### src/source/desPkg.sv
package desPkg;

	localparam int blockWidth  = 64;
	localparam int keyWidth    = 56;
	localparam int subkeyWidth = 48;
	localparam int halfWidth   = 32;
	localparam int numRounds   = 16;
	localparam int roundWidth  = 4;

	// cumulative left rotation of C and D after each round
	localparam logic [4:0] keyShiftTotal [numRounds] = '{
		1, 2, 4, 6, 8, 10, 12, 14, 15, 17, 19, 21, 23, 25, 27, 28
	};

	// index is {row, column}, row from the outer bits of a group
	localparam logic [3:0] sBoxTable [8][64] = '{
		'{
			14, 4, 13, 1, 2, 15, 11, 8, 3, 10, 6, 12, 5, 9, 0, 7,
			0, 15, 7, 4, 14, 2, 13, 1, 10, 6, 12, 11, 9, 5, 3, 8,
			4, 1, 14, 8, 13, 6, 2, 11, 15, 12, 9, 7, 3, 10, 5, 0,
			15, 12, 8, 2, 4, 9, 1, 7, 5, 11, 3, 14, 10, 0, 6, 13
		},
		'{
			15, 1, 8, 14, 6, 11, 3, 4, 9, 7, 2, 13, 12, 0, 5, 10,
			3, 13, 4, 7, 15, 2, 8, 14, 12, 0, 1, 10, 6, 9, 11, 5,
			0, 14, 7, 11, 10, 4, 13, 1, 5, 8, 12, 6, 9, 3, 2, 15,
			13, 8, 10, 1, 3, 15, 4, 2, 11, 6, 7, 12, 0, 5, 14, 9
		},
		'{
			10, 0, 9, 14, 6, 3, 15, 5, 1, 13, 12, 7, 11, 4, 2, 8,
			13, 7, 0, 9, 3, 4, 6, 10, 2, 8, 5, 14, 12, 11, 15, 1,
			13, 6, 4, 9, 8, 15, 3, 0, 11, 1, 2, 12, 5, 10, 14, 7,
			1, 10, 13, 0, 6, 9, 8, 7, 4, 15, 14, 3, 11, 5, 2, 12
		},
		'{
			7, 13, 14, 3, 0, 6, 9, 10, 1, 2, 8, 5, 11, 12, 4, 15,
			13, 8, 11, 5, 6, 15, 0, 3, 4, 7, 2, 12, 1, 10, 14, 9,
			10, 6, 9, 0, 12, 11, 7, 13, 15, 1, 3, 14, 5, 2, 8, 4,
			3, 15, 0, 6, 10, 1, 13, 8, 9, 4, 5, 11, 12, 7, 2, 14
		},
		'{
			2, 12, 4, 1, 7, 10, 11, 6, 8, 5, 3, 15, 13, 0, 14, 9,
			14, 11, 2, 12, 4, 7, 13, 1, 5, 0, 15, 10, 3, 9, 8, 6,
			4, 2, 1, 11, 10, 13, 7, 8, 15, 9, 12, 5, 6, 3, 0, 14,
			11, 8, 12, 7, 1, 14, 2, 13, 6, 15, 0, 9, 10, 4, 5, 3
		},
		'{
			12, 1, 10, 15, 9, 2, 6, 8, 0, 13, 3, 4, 14, 7, 5, 11,
			10, 15, 4, 2, 7, 12, 9, 5, 6, 1, 13, 14, 0, 11, 3, 8,
			9, 14, 15, 5, 2, 8, 12, 3, 7, 0, 4, 10, 1, 13, 11, 6,
			4, 3, 2, 12, 9, 5, 15, 10, 11, 14, 1, 7, 6, 0, 8, 13
		},
		'{
			4, 11, 2, 14, 15, 0, 8, 13, 3, 12, 9, 7, 5, 10, 6, 1,
			13, 0, 11, 7, 4, 9, 1, 10, 14, 3, 5, 12, 2, 15, 8, 6,
			1, 4, 11, 13, 12, 3, 7, 14, 10, 15, 6, 8, 0, 5, 9, 2,
			6, 11, 13, 8, 1, 4, 10, 7, 9, 5, 0, 15, 14, 2, 3, 12
		},
		'{
			13, 2, 8, 4, 6, 15, 11, 1, 10, 9, 3, 14, 5, 0, 12, 7,
			1, 15, 13, 8, 10, 3, 7, 4, 12, 5, 6, 11, 0, 14, 9, 2,
			7, 11, 4, 1, 9, 12, 14, 2, 0, 6, 10, 13, 15, 3, 5, 8,
			2, 1, 14, 7, 4, 10, 8, 13, 15, 12, 9, 0, 3, 5, 6, 11
		}
	};

endpackage

### src/source/desFeistel.sv
`timescale 1ns/100ps

module desFeistel
	import desPkg::*;
(
	input  logic [halfWidth-1:0]   rightHalf,
	input  logic [subkeyWidth-1:0] subKey,
	output logic [halfWidth-1:0]   fOut
);

	// bit 1 is the msb, as in the standard tables
	logic [1:halfWidth]   r;
	logic [1:subkeyWidth] expanded;
	logic [1:subkeyWidth] mixed;
	logic [1:halfWidth]   sOut;

	assign r = rightHalf;

	// E expansion
	assign expanded = {
		r[32], r[1], r[2], r[3], r[4], r[5],
		r[4], r[5], r[6], r[7], r[8], r[9],
		r[8], r[9], r[10], r[11], r[12], r[13],
		r[12], r[13], r[14], r[15], r[16], r[17],
		r[16], r[17], r[18], r[19], r[20], r[21],
		r[20], r[21], r[22], r[23], r[24], r[25],
		r[24], r[25], r[26], r[27], r[28], r[29],
		r[28], r[29], r[30], r[31], r[32], r[1]
	};

	assign mixed = expanded ^ subKey;

	for (genvar i = 0; i < 8; i++)
	begin : sBoxGen
		logic [5:0] grp;

		assign grp = mixed[6*i+1 +: 6];
		// outer bits pick the row, inner four the column
		assign sOut[4*i+1 +: 4] = sBoxTable[i][{grp[5], grp[0], grp[4:1]}];
	end

	// P permutation
	assign fOut = {
		sOut[16], sOut[7], sOut[20], sOut[21], sOut[29], sOut[12], sOut[28], sOut[17],
		sOut[1], sOut[15], sOut[23], sOut[26], sOut[5], sOut[18], sOut[31], sOut[10],
		sOut[2], sOut[8], sOut[24], sOut[14], sOut[32], sOut[27], sOut[3], sOut[9],
		sOut[19], sOut[13], sOut[30], sOut[6], sOut[22], sOut[11], sOut[4], sOut[25]
	};

endmodule

### src/source/desKeySchedule.sv
`timescale 1ns/100ps

module desKeySchedule
	import desPkg::*;
(
	input  logic [keyWidth-1:0]    key,
	input  logic [roundWidth-1:0]  roundSel,
	input  logic                   decrypt,
	output logic [subkeyWidth-1:0] subKey
);

	logic [1:keyWidth]       k;
	logic [1:keyWidth]       pc1;
	logic [1:keyWidth]       cd;
	logic [27:0]             c;
	logic [27:0]             d;
	logic [55:0]             cWide;
	logic [55:0]             dWide;
	logic [roundWidth-1:0]   effRound;
	logic [4:0]              shift;

	assign k = key;

	// PC-1 renumbered for a key without parity bits
	assign pc1 = {
		k[50], k[43], k[36], k[29], k[22], k[15], k[8],
		k[1], k[51], k[44], k[37], k[30], k[23], k[16],
		k[9], k[2], k[52], k[45], k[38], k[31], k[24],
		k[17], k[10], k[3], k[53], k[46], k[39], k[32],
		k[56], k[49], k[42], k[35], k[28], k[21], k[14],
		k[7], k[55], k[48], k[41], k[34], k[27], k[20],
		k[13], k[6], k[54], k[47], k[40], k[33], k[26],
		k[19], k[12], k[5], k[25], k[18], k[11], k[4]
	};

	assign c = pc1[1:28];
	assign d = pc1[29:56];

	// decryption walks the subkeys backwards
	assign effRound = decrypt ? roundWidth'(numRounds - 1) - roundSel : roundSel;
	assign shift    = keyShiftTotal[effRound];

	// rotate left, upper half of the doubled word
	assign cWide = {c, c} << shift;
	assign dWide = {d, d} << shift;
	assign cd    = {cWide[55:28], dWide[55:28]};

	// PC-2
	assign subKey = {
		cd[14], cd[17], cd[11], cd[24], cd[1], cd[5],
		cd[3], cd[28], cd[15], cd[6], cd[21], cd[10],
		cd[23], cd[19], cd[12], cd[4], cd[26], cd[8],
		cd[16], cd[7], cd[27], cd[20], cd[13], cd[2],
		cd[41], cd[52], cd[31], cd[37], cd[47], cd[55],
		cd[30], cd[40], cd[51], cd[45], cd[33], cd[48],
		cd[44], cd[49], cd[39], cd[56], cd[34], cd[53],
		cd[46], cd[42], cd[50], cd[36], cd[29], cd[32]
	};

endmodule

### src/source/desDatapath.sv
`timescale 1ns/100ps

module desDatapath
	import desPkg::*;
(
	input  logic                  clk,
	input  logic                  rstN,
	input  logic [blockWidth-1:0] desIn,
	input  logic                  firstRound,
	input  logic                  lastRound,
	input  logic [halfWidth-1:0]  fOut,
	output logic [halfWidth-1:0]  rightHalf,
	output logic [blockWidth-1:0] desOut
);

	logic [1:blockWidth] src;
	logic [1:blockWidth] ip;
	logic [1:blockWidth] fpIn;
	logic [1:halfWidth]  leftReg;
	logic [1:halfWidth]  rightReg;
	logic [1:halfWidth]  leftCur;
	logic [1:halfWidth]  rightCur;
	logic [1:halfWidth]  leftNext;
	logic [1:halfWidth]  rightNext;

	assign src = desIn;

	// initial permutation
	assign ip = {
		src[58], src[50], src[42], src[34], src[26], src[18], src[10], src[2],
		src[60], src[52], src[44], src[36], src[28], src[20], src[12], src[4],
		src[62], src[54], src[46], src[38], src[30], src[22], src[14], src[6],
		src[64], src[56], src[48], src[40], src[32], src[24], src[16], src[8],
		src[57], src[49], src[41], src[33], src[25], src[17], src[9], src[1],
		src[59], src[51], src[43], src[35], src[27], src[19], src[11], src[3],
		src[61], src[53], src[45], src[37], src[29], src[21], src[13], src[5],
		src[63], src[55], src[47], src[39], src[31], src[23], src[15], src[7]
	};

	assign leftCur   = firstRound ? ip[1:32] : leftReg;
	assign rightCur  = firstRound ? ip[33:64] : rightReg;
	assign rightHalf = rightCur;

	assign leftNext  = rightCur;
	assign rightNext = leftCur ^ fOut;

	// halves swap once more before the final permutation
	assign fpIn = {rightNext, leftNext};

	always_ff @(posedge clk)
	begin
		leftReg  <= leftNext;
		rightReg <= rightNext;
	end

	always_ff @(posedge clk or negedge rstN)
	begin
		if (!rstN)
		begin
			desOut <= '0;
		end
		else if (lastRound)
		begin
			desOut <= {
				fpIn[40], fpIn[8], fpIn[48], fpIn[16], fpIn[56], fpIn[24], fpIn[64], fpIn[32],
				fpIn[39], fpIn[7], fpIn[47], fpIn[15], fpIn[55], fpIn[23], fpIn[63], fpIn[31],
				fpIn[38], fpIn[6], fpIn[46], fpIn[14], fpIn[54], fpIn[22], fpIn[62], fpIn[30],
				fpIn[37], fpIn[5], fpIn[45], fpIn[13], fpIn[53], fpIn[21], fpIn[61], fpIn[29],
				fpIn[36], fpIn[4], fpIn[44], fpIn[12], fpIn[52], fpIn[20], fpIn[60], fpIn[28],
				fpIn[35], fpIn[3], fpIn[43], fpIn[11], fpIn[51], fpIn[19], fpIn[59], fpIn[27],
				fpIn[34], fpIn[2], fpIn[42], fpIn[10], fpIn[50], fpIn[18], fpIn[58], fpIn[26],
				fpIn[33], fpIn[1], fpIn[41], fpIn[9], fpIn[49], fpIn[17], fpIn[57], fpIn[25]
			};
		end
	end

	// round state is known once a block has entered
	halvesKnownAfterFirst: assert property (@(posedge clk) disable iff (!rstN)
		firstRound |=> !$isunknown({leftReg, rightReg}))
		else $error("half registers unknown after first round");

	halvesKnownInLast: assert property (@(posedge clk) disable iff (!rstN)
		lastRound |-> !$isunknown({leftReg, rightReg}))
		else $error("half registers unknown in last round");

endmodule

### src/source/desSequencer.sv
`timescale 1ns/100ps

module desSequencer
	import desPkg::*;
(
	input  logic                  clk,
	input  logic                  rstN,
	input  logic                  start,
	input  logic [keyWidth-1:0]   key,
	input  logic                  decrypt,
	output logic [keyWidth-1:0]   keyCur,
	output logic                  decryptCur,
	output logic [roundWidth-1:0] roundSel,
	output logic                  firstRound,
	output logic                  lastRound,
	output logic                  busy,
	output logic                  done
);

	logic [keyWidth-1:0] keyHeld;
	logic                decryptHeld;

	// a start while busy is dropped
	assign firstRound = start & ~busy;
	assign lastRound  = busy & (roundSel == roundWidth'(numRounds - 1));

	assign keyCur     = firstRound ? key : keyHeld;
	assign decryptCur = firstRound ? decrypt : decryptHeld;

	always_ff @(posedge clk)
	begin
		if (firstRound)
		begin
			keyHeld     <= key;
			decryptHeld <= decrypt;
		end
	end

	always_ff @(posedge clk or negedge rstN)
	begin
		if (!rstN)
		begin
			busy     <= 1'b0;
			roundSel <= '0;
			done     <= 1'b0;
		end
		else
		begin
			done <= lastRound;
			if (firstRound)
			begin
				// round 0 runs in the start cycle
				busy     <= 1'b1;
				roundSel <= roundWidth'(1);
			end
			else if (lastRound)
			begin
				busy     <= 1'b0;
				roundSel <= '0;
			end
			else if (busy)
			begin
				roundSel <= roundSel + 1'b1;
			end
		end
	end

	doneSingle: assert property (@(posedge clk) disable iff (!rstN)
		done |=> !done)
		else $error("done held for two cycles");

	doneAfterLast: assert property (@(posedge clk) disable iff (!rstN)
		done |-> $past(lastRound) && $past(firstRound, numRounds))
		else $error("done without a full block of rounds before it");

endmodule

### src/source/desTop.sv
`timescale 1ns/100ps

module desTop
	import desPkg::*;
(
	input  logic                  clk,
	input  logic                  rstN,
	input  logic                  start,
	input  logic [blockWidth-1:0] desIn,
	input  logic [keyWidth-1:0]   key,
	input  logic                  decrypt,
	output logic [blockWidth-1:0] desOut,
	output logic                  done,
	output logic                  busy
);

	logic [keyWidth-1:0]    keyCur;
	logic                   decryptCur;
	logic [roundWidth-1:0]  roundSel;
	logic                   firstRound;
	logic                   lastRound;
	logic [subkeyWidth-1:0] subKey;
	logic [halfWidth-1:0]   rightHalf;
	logic [halfWidth-1:0]   fOut;

	desSequencer sequencer (
		.clk        (clk),
		.rstN       (rstN),
		.start      (start),
		.key        (key),
		.decrypt    (decrypt),
		.keyCur     (keyCur),
		.decryptCur (decryptCur),
		.roundSel   (roundSel),
		.firstRound (firstRound),
		.lastRound  (lastRound),
		.busy       (busy),
		.done       (done)
	);

	desKeySchedule keySchedule (
		.key      (keyCur),
		.roundSel (roundSel),
		.decrypt  (decryptCur),
		.subKey   (subKey)
	);

	desFeistel feistel (
		.rightHalf (rightHalf),
		.subKey    (subKey),
		.fOut      (fOut)
	);

	desDatapath datapath (
		.clk        (clk),
		.rstN       (rstN),
		.desIn      (desIn),
		.firstRound (firstRound),
		.lastRound  (lastRound),
		.fOut       (fOut),
		.rightHalf  (rightHalf),
		.desOut     (desOut)
	);

endmodule

### config.mk
export PLATFORM = sky130hd
export DESIGN_NAME = desTop
export DESIGN_NICKNAME = d
export VERILOG_FILES = /design/src/source/desPkg.sv /design/src/source/desFeistel.sv /design/src/source/desKeySchedule.sv /design/src/source/desDatapath.sv /design/src/source/desSequencer.sv /design/src/source/desTop.sv
export SDC_FILE = /design/constraint.sdc
export NUM_CORES = 1
export LEC_CHECK = 0
export BUFFER_PORTS_ARGS = -buffer_cell sky130_fd_sc_hd__buf_2
export CAP_MARGIN = 20
export CORE_MARGIN = 2
export CORE_UTILIZATION = 35
export DETAILED_ROUTE_END_ITERATION = 10
export HOLD_SLACK_MARGIN = 0.03
export PLACE_DENSITY = 0.65
export SLEW_MARGIN = 10
export SYNTH_ARGS = -nofsm -noshare
export SYNTH_HDL_FRONTEND = slang
export SYNTH_SLANG_ARGS = --single-unit
### constraint.sdc
create_clock -name clk -period 4.6 [get_ports clk]
set_clock_uncertainty 0.1 [all_clocks]
set_input_delay 0.46 -clock clk [delete_from_list [all_inputs] [get_ports clk]]
set_output_delay 0.46 -clock clk [all_outputs]
set_load 0.01 [all_outputs]
==> reports/metrics.csv <==
stage,metric,value,unit
outcome,run_status,finished with violations,
outcome,failed_checks,setup timing,
finish,layoutNonFillerInstCount,4142,
floorplanning,chipHeight,238,um
worst_setup_path,worst_ep_arrival_time,5.25,ns
min_path,worst_hold_startpoint,key[50],
clock_network,cts.sinks,191,
global_routing,pin_count_of_the_biggest_net_entering_global_routing,66,
clock_network,tritoncts,yes,
sta,slew_headroom,0.246,
placed_design,hpwl,65400,um
floorplanning,core-area,54000,um^2
yosys,synth.yosys.seq_area_share,0.217,
detailed_routing,wirelength,88400,um
finish,layout.cells.most_common,sky130_fd_sc_hd__buf_4,
detailed_routing,post-route-drc-count,0,
clock_network,htree_levels,4,
yosys,synth.avg_cell_area,7.69,um^2
yosys,post_synthesis_net_count,2666,
sta,max_freq,0.202,GHz
detailed_routing,drt_iter0_drc,2064,
detailed_routing,drt.antenna.violating_nets,0,
sta,final-max-slew-violation-count,0,
worst_setup_path,worst-setup-path-type,flop to flop,
floorplanning,floorplan.initialDensity,0.356,
sta,hold_viol_final,0,
clock_network,cts_max_path_buffers,2,
worst_setup_path,reg_to_reg_slack_setup,-0.34,ns
sta,setup_viol,53,
placed_design,gp_routability_congestion,0.978,
worst_setup_path,critical_path_peak_fanout,17,
min_path,worstHoldPathType,input port to flop,
worst_setup_path,rr_worst_depth,19,
sta,setup_repair_after_global_routing_missed_its_margin,true,
worst_setup_path,start_kind,flop,
job,timing.max_cap.violations,0,
worst_setup_path,worst_setup_path_end_kind,flop,
finish,register_area,4180,um^2
yosys,syn_inst,2500,
sta,timing.final.crit_period,4.94,ns
yosys,synth_seq_cells,191,
worst_setup_path,crit-reg2reg-capture,datapath.desOut[52]$_DFFE_PN0P_,
clock_network,cts_root_buffer,sky130_fd_sc_hd__clkbuf_16,
detailed_routing,avgViaCountPerCell,5.80,
sta,worst_slack,-0.343,ns
floorplanning,placement_rows,85,
yosys,syn_warnings,0,
global_routing,antenna_found_initial,3,
clock_network,insertion_delay,0.55,ns
detailed_routing,firstDrtPassIters,6,
yosys,synth-main-ff-cell,sky130_fd_sc_hd__dfxtp_1,
finish,multi_input_comb_area,16900,um^2
clock_network,cts_inserted_buffers,17,
global_routing,grt_usage,0.293,
detailed_routing,routed_wire_length_per_instance,21.3,um
yosys,synth-edff-count,0,
floorplanning,die-width,238,um
worst_setup_path,worst_endpoint_required_time,4.91,ns
floorplanning,pin_count,190,
clock_network,clkSlewWorstSetupHoldPaths,0.08,ns
worst_setup_path,r2r-start,sequencer.busy$_DFFE_PN0P_,
yosys,ys_async_sr_fraction,0.366,
floorplanning,die-area,56800,um^2
global_routing,overflow,0,
finish,syn_to_final_growth,65.9,%
finish,finish.net_count,3598,
min_path,worst_hold_path.endpoint,sequencer.keyHeld[50]$_DFF_P_,
global_routing,number_of_global_route_vias_before_repair,23000,
placed_design,place.detailed.instances,3966,
detailed_routing,routed-via-count,24000,
global_routing,first_pass_grt_wire_length,131000,um
finish,layout-drive-gt1-share,0.491,
finish,filler_cell_count,4726,
sta,period_share,1.07,
finish,most-common-layout-cells,"799 x sky130_fd_sc_hd__buf_4, 214 x sky130_fd_sc_hd__nand2_1, 213 x sky130_fd_sc_hd__nor2_1, 190 x sky130_fd_sc_hd__buf_2, 160 x sky130_fd_sc_hd__mux2i_1",
yosys,post_synth_instance_area,19200,um^2
min_path,timing.hold.worst_path_depth,3,
sta,transition_time_of_the_tightest_slew_check_pin,1.13,ns
yosys,synth_cell_types,95,
placed_design,buffer_ports.inserted,189,
[through the flow]
| stage | TNS (ns) | area [um^2] | hold WS [ns] | utilization | setup WS [ns] |
|---|---|---|---|---|---|
| finish | -9.47 | 31900 | 0.0571 | 0.590 | -0.343 |
| global route | -18.28 | 31900 | 0.0793 | 0.590 | -0.503 |
| CTS | -6.77 | 29500 | 0.0328 | 0.546 | -0.297 |
| detailed placement | -30.71 | 26600 | 0.365 | 0.492 | -0.795 |
| global placement | -28.76 | 26600 | 0.354 | 0.492 | -0.740 |
| floorplan | -0.297 | 19500 | 0.0644 | - | -0.128 |
[logic make-up after synthesis]
logic type	after synthesis	synth area share
multiplexers	284	0.164
flip-flops	191	0.217
buffers and inverters	350	0.0795
adder cells (fa/ha/maj)	42	0.0273
AND/OR/NAND/NOR	769	0.192
XOR/XNOR	120	0.0628
AO/OA/AOI/OAI	744	0.257
[how the worst max path moves through the flow]
stage                                            startpoint                               to  slack, ns  cells after the start
after global routing             sequencer.busy$_DFFE_PN0P_   datapath.desOut[0]$_DFFE_PN0P_      -0.50                     21
final                            sequencer.busy$_DFFE_PN0P_  datapath.desOut[52]$_DFFE_PN0P_      -0.34                     19
after detailed placement                              start  datapath.desOut[60]$_DFFE_PN0P_      -0.79                     21
after global placement                                start  datapath.desOut[38]$_DFFE_PN0P_      -0.74                     20
after floorplan           sequencer.roundSel[1]$_DFFE_PN0P_  datapath.desOut[18]$_DFFE_PN0P_      -0.13                     19
after CTS                        sequencer.busy$_DFFE_PN0P_  datapath.desOut[62]$_DFFE_PN0P_      -0.30                     20
[worst max-delay path, stage by stage (launching register included)]
cell,delay [ns]
sky130_fd_sc_hd__dfrtp_2,0.42
sky130_fd_sc_hd__nand2b_4,0.29
sky130_fd_sc_hd__buf_16,0.19
sky130_fd_sc_hd__buf_12,0.17
sky130_fd_sc_hd__mux2i_2,0.26
sky130_fd_sc_hd__nand3_1,0.25
sky130_fd_sc_hd__o211ai_1,0.26
sky130_fd_sc_hd__o21ai_1,0.15
sky130_fd_sc_hd__mux4_2,0.55
sky130_fd_sc_hd__mux2i_4,0.31
sky130_fd_sc_hd__xnor2_4,0.20
sky130_fd_sc_hd__ha_4,0.26
sky130_fd_sc_hd__inv_1,0.09
sky130_fd_sc_hd__nor3_1,0.06
sky130_fd_sc_hd__a2111o_1,0.40
sky130_fd_sc_hd__o311ai_1,0.10
sky130_fd_sc_hd__o41ai_2,0.14
sky130_fd_sc_hd__buf_4,0.17
sky130_fd_sc_hd__xor2_1,0.17
sky130_fd_sc_hd__mux2_2,0.27
[metal layers]
layer | routed length, um | track usage | vias to the layer above
met1 | 37800 | 0.385 | 11700
met2 | 42400 | 0.491 | 1032
met3 | 5250 | 0.0400 | 168
met4 | 2930 | 0.108 | 2
met5 | 14 | 0 | -
li1 | - | - | 11100
[Yosys cell counts (all sizes together) (20+ instances only)]
cell / instances / share of area
a211oi: 70 / 0.029
a21oi: 188 / 0.050
a311oi: 23 / 0.011
a31oi: 88 / 0.029
buf: 110 / 0.033
clkbuf: 86 / 0.017
dfrtp: 70 / 0.091
dfxtp: 121 / 0.13
ha: 42 / 0.027
inv: 151 / 0.030
mux2: 44 / 0.026
mux2i: 221 / 0.12
nand2: 225 / 0.044
nand3: 118 / 0.031
nor2: 237 / 0.046
nor3: 54 / 0.014
nor4bb: 58 / 0.030
o211ai: 50 / 0.020
o21ai: 136 / 0.035
xnor2: 100 / 0.054
xor2: 20 / 0.0091
[flip-flops by register name, summed over array words and instances (netlist names)]
register / count
sequencer.done: 1
datapath.desOut: 64
sequencer.keyHeld: 56
sequencer.busy: 1
sequencer.roundSel: 4
datapath.leftReg: 32
datapath.rightReg: 32
sequencer.decryptHeld: 1
[cell type report]
class,count,area share
repair buffers,1107,0.275
multi-input cells,1961,0.530
clock inverters,13,0.00388
flip-flops and latches,191,0.131
inverters,154,0.0190
clock buffers,19,0.0139
diodes,1,0.0000784
well taps,696,0.0273
[what timing repair did]
| item | 4_1_cts | 5_1_grt |
|---|---|---|
| hold buffers | 1 | 0 |
| cloned | 4 | 8 |
| hold endpoints to repair | 33 | 0 |
| setup buffers | 72 | 63 |
| gates resized for setup | 325 | 348 |
| pin swaps | 85 | 126 |
| setup endpoints to repair | 64 | 64 |
Power is left out: the tool's default activity adds up to more than one toggle a clock period on the data nets, which glitch-free logic cannot reach.
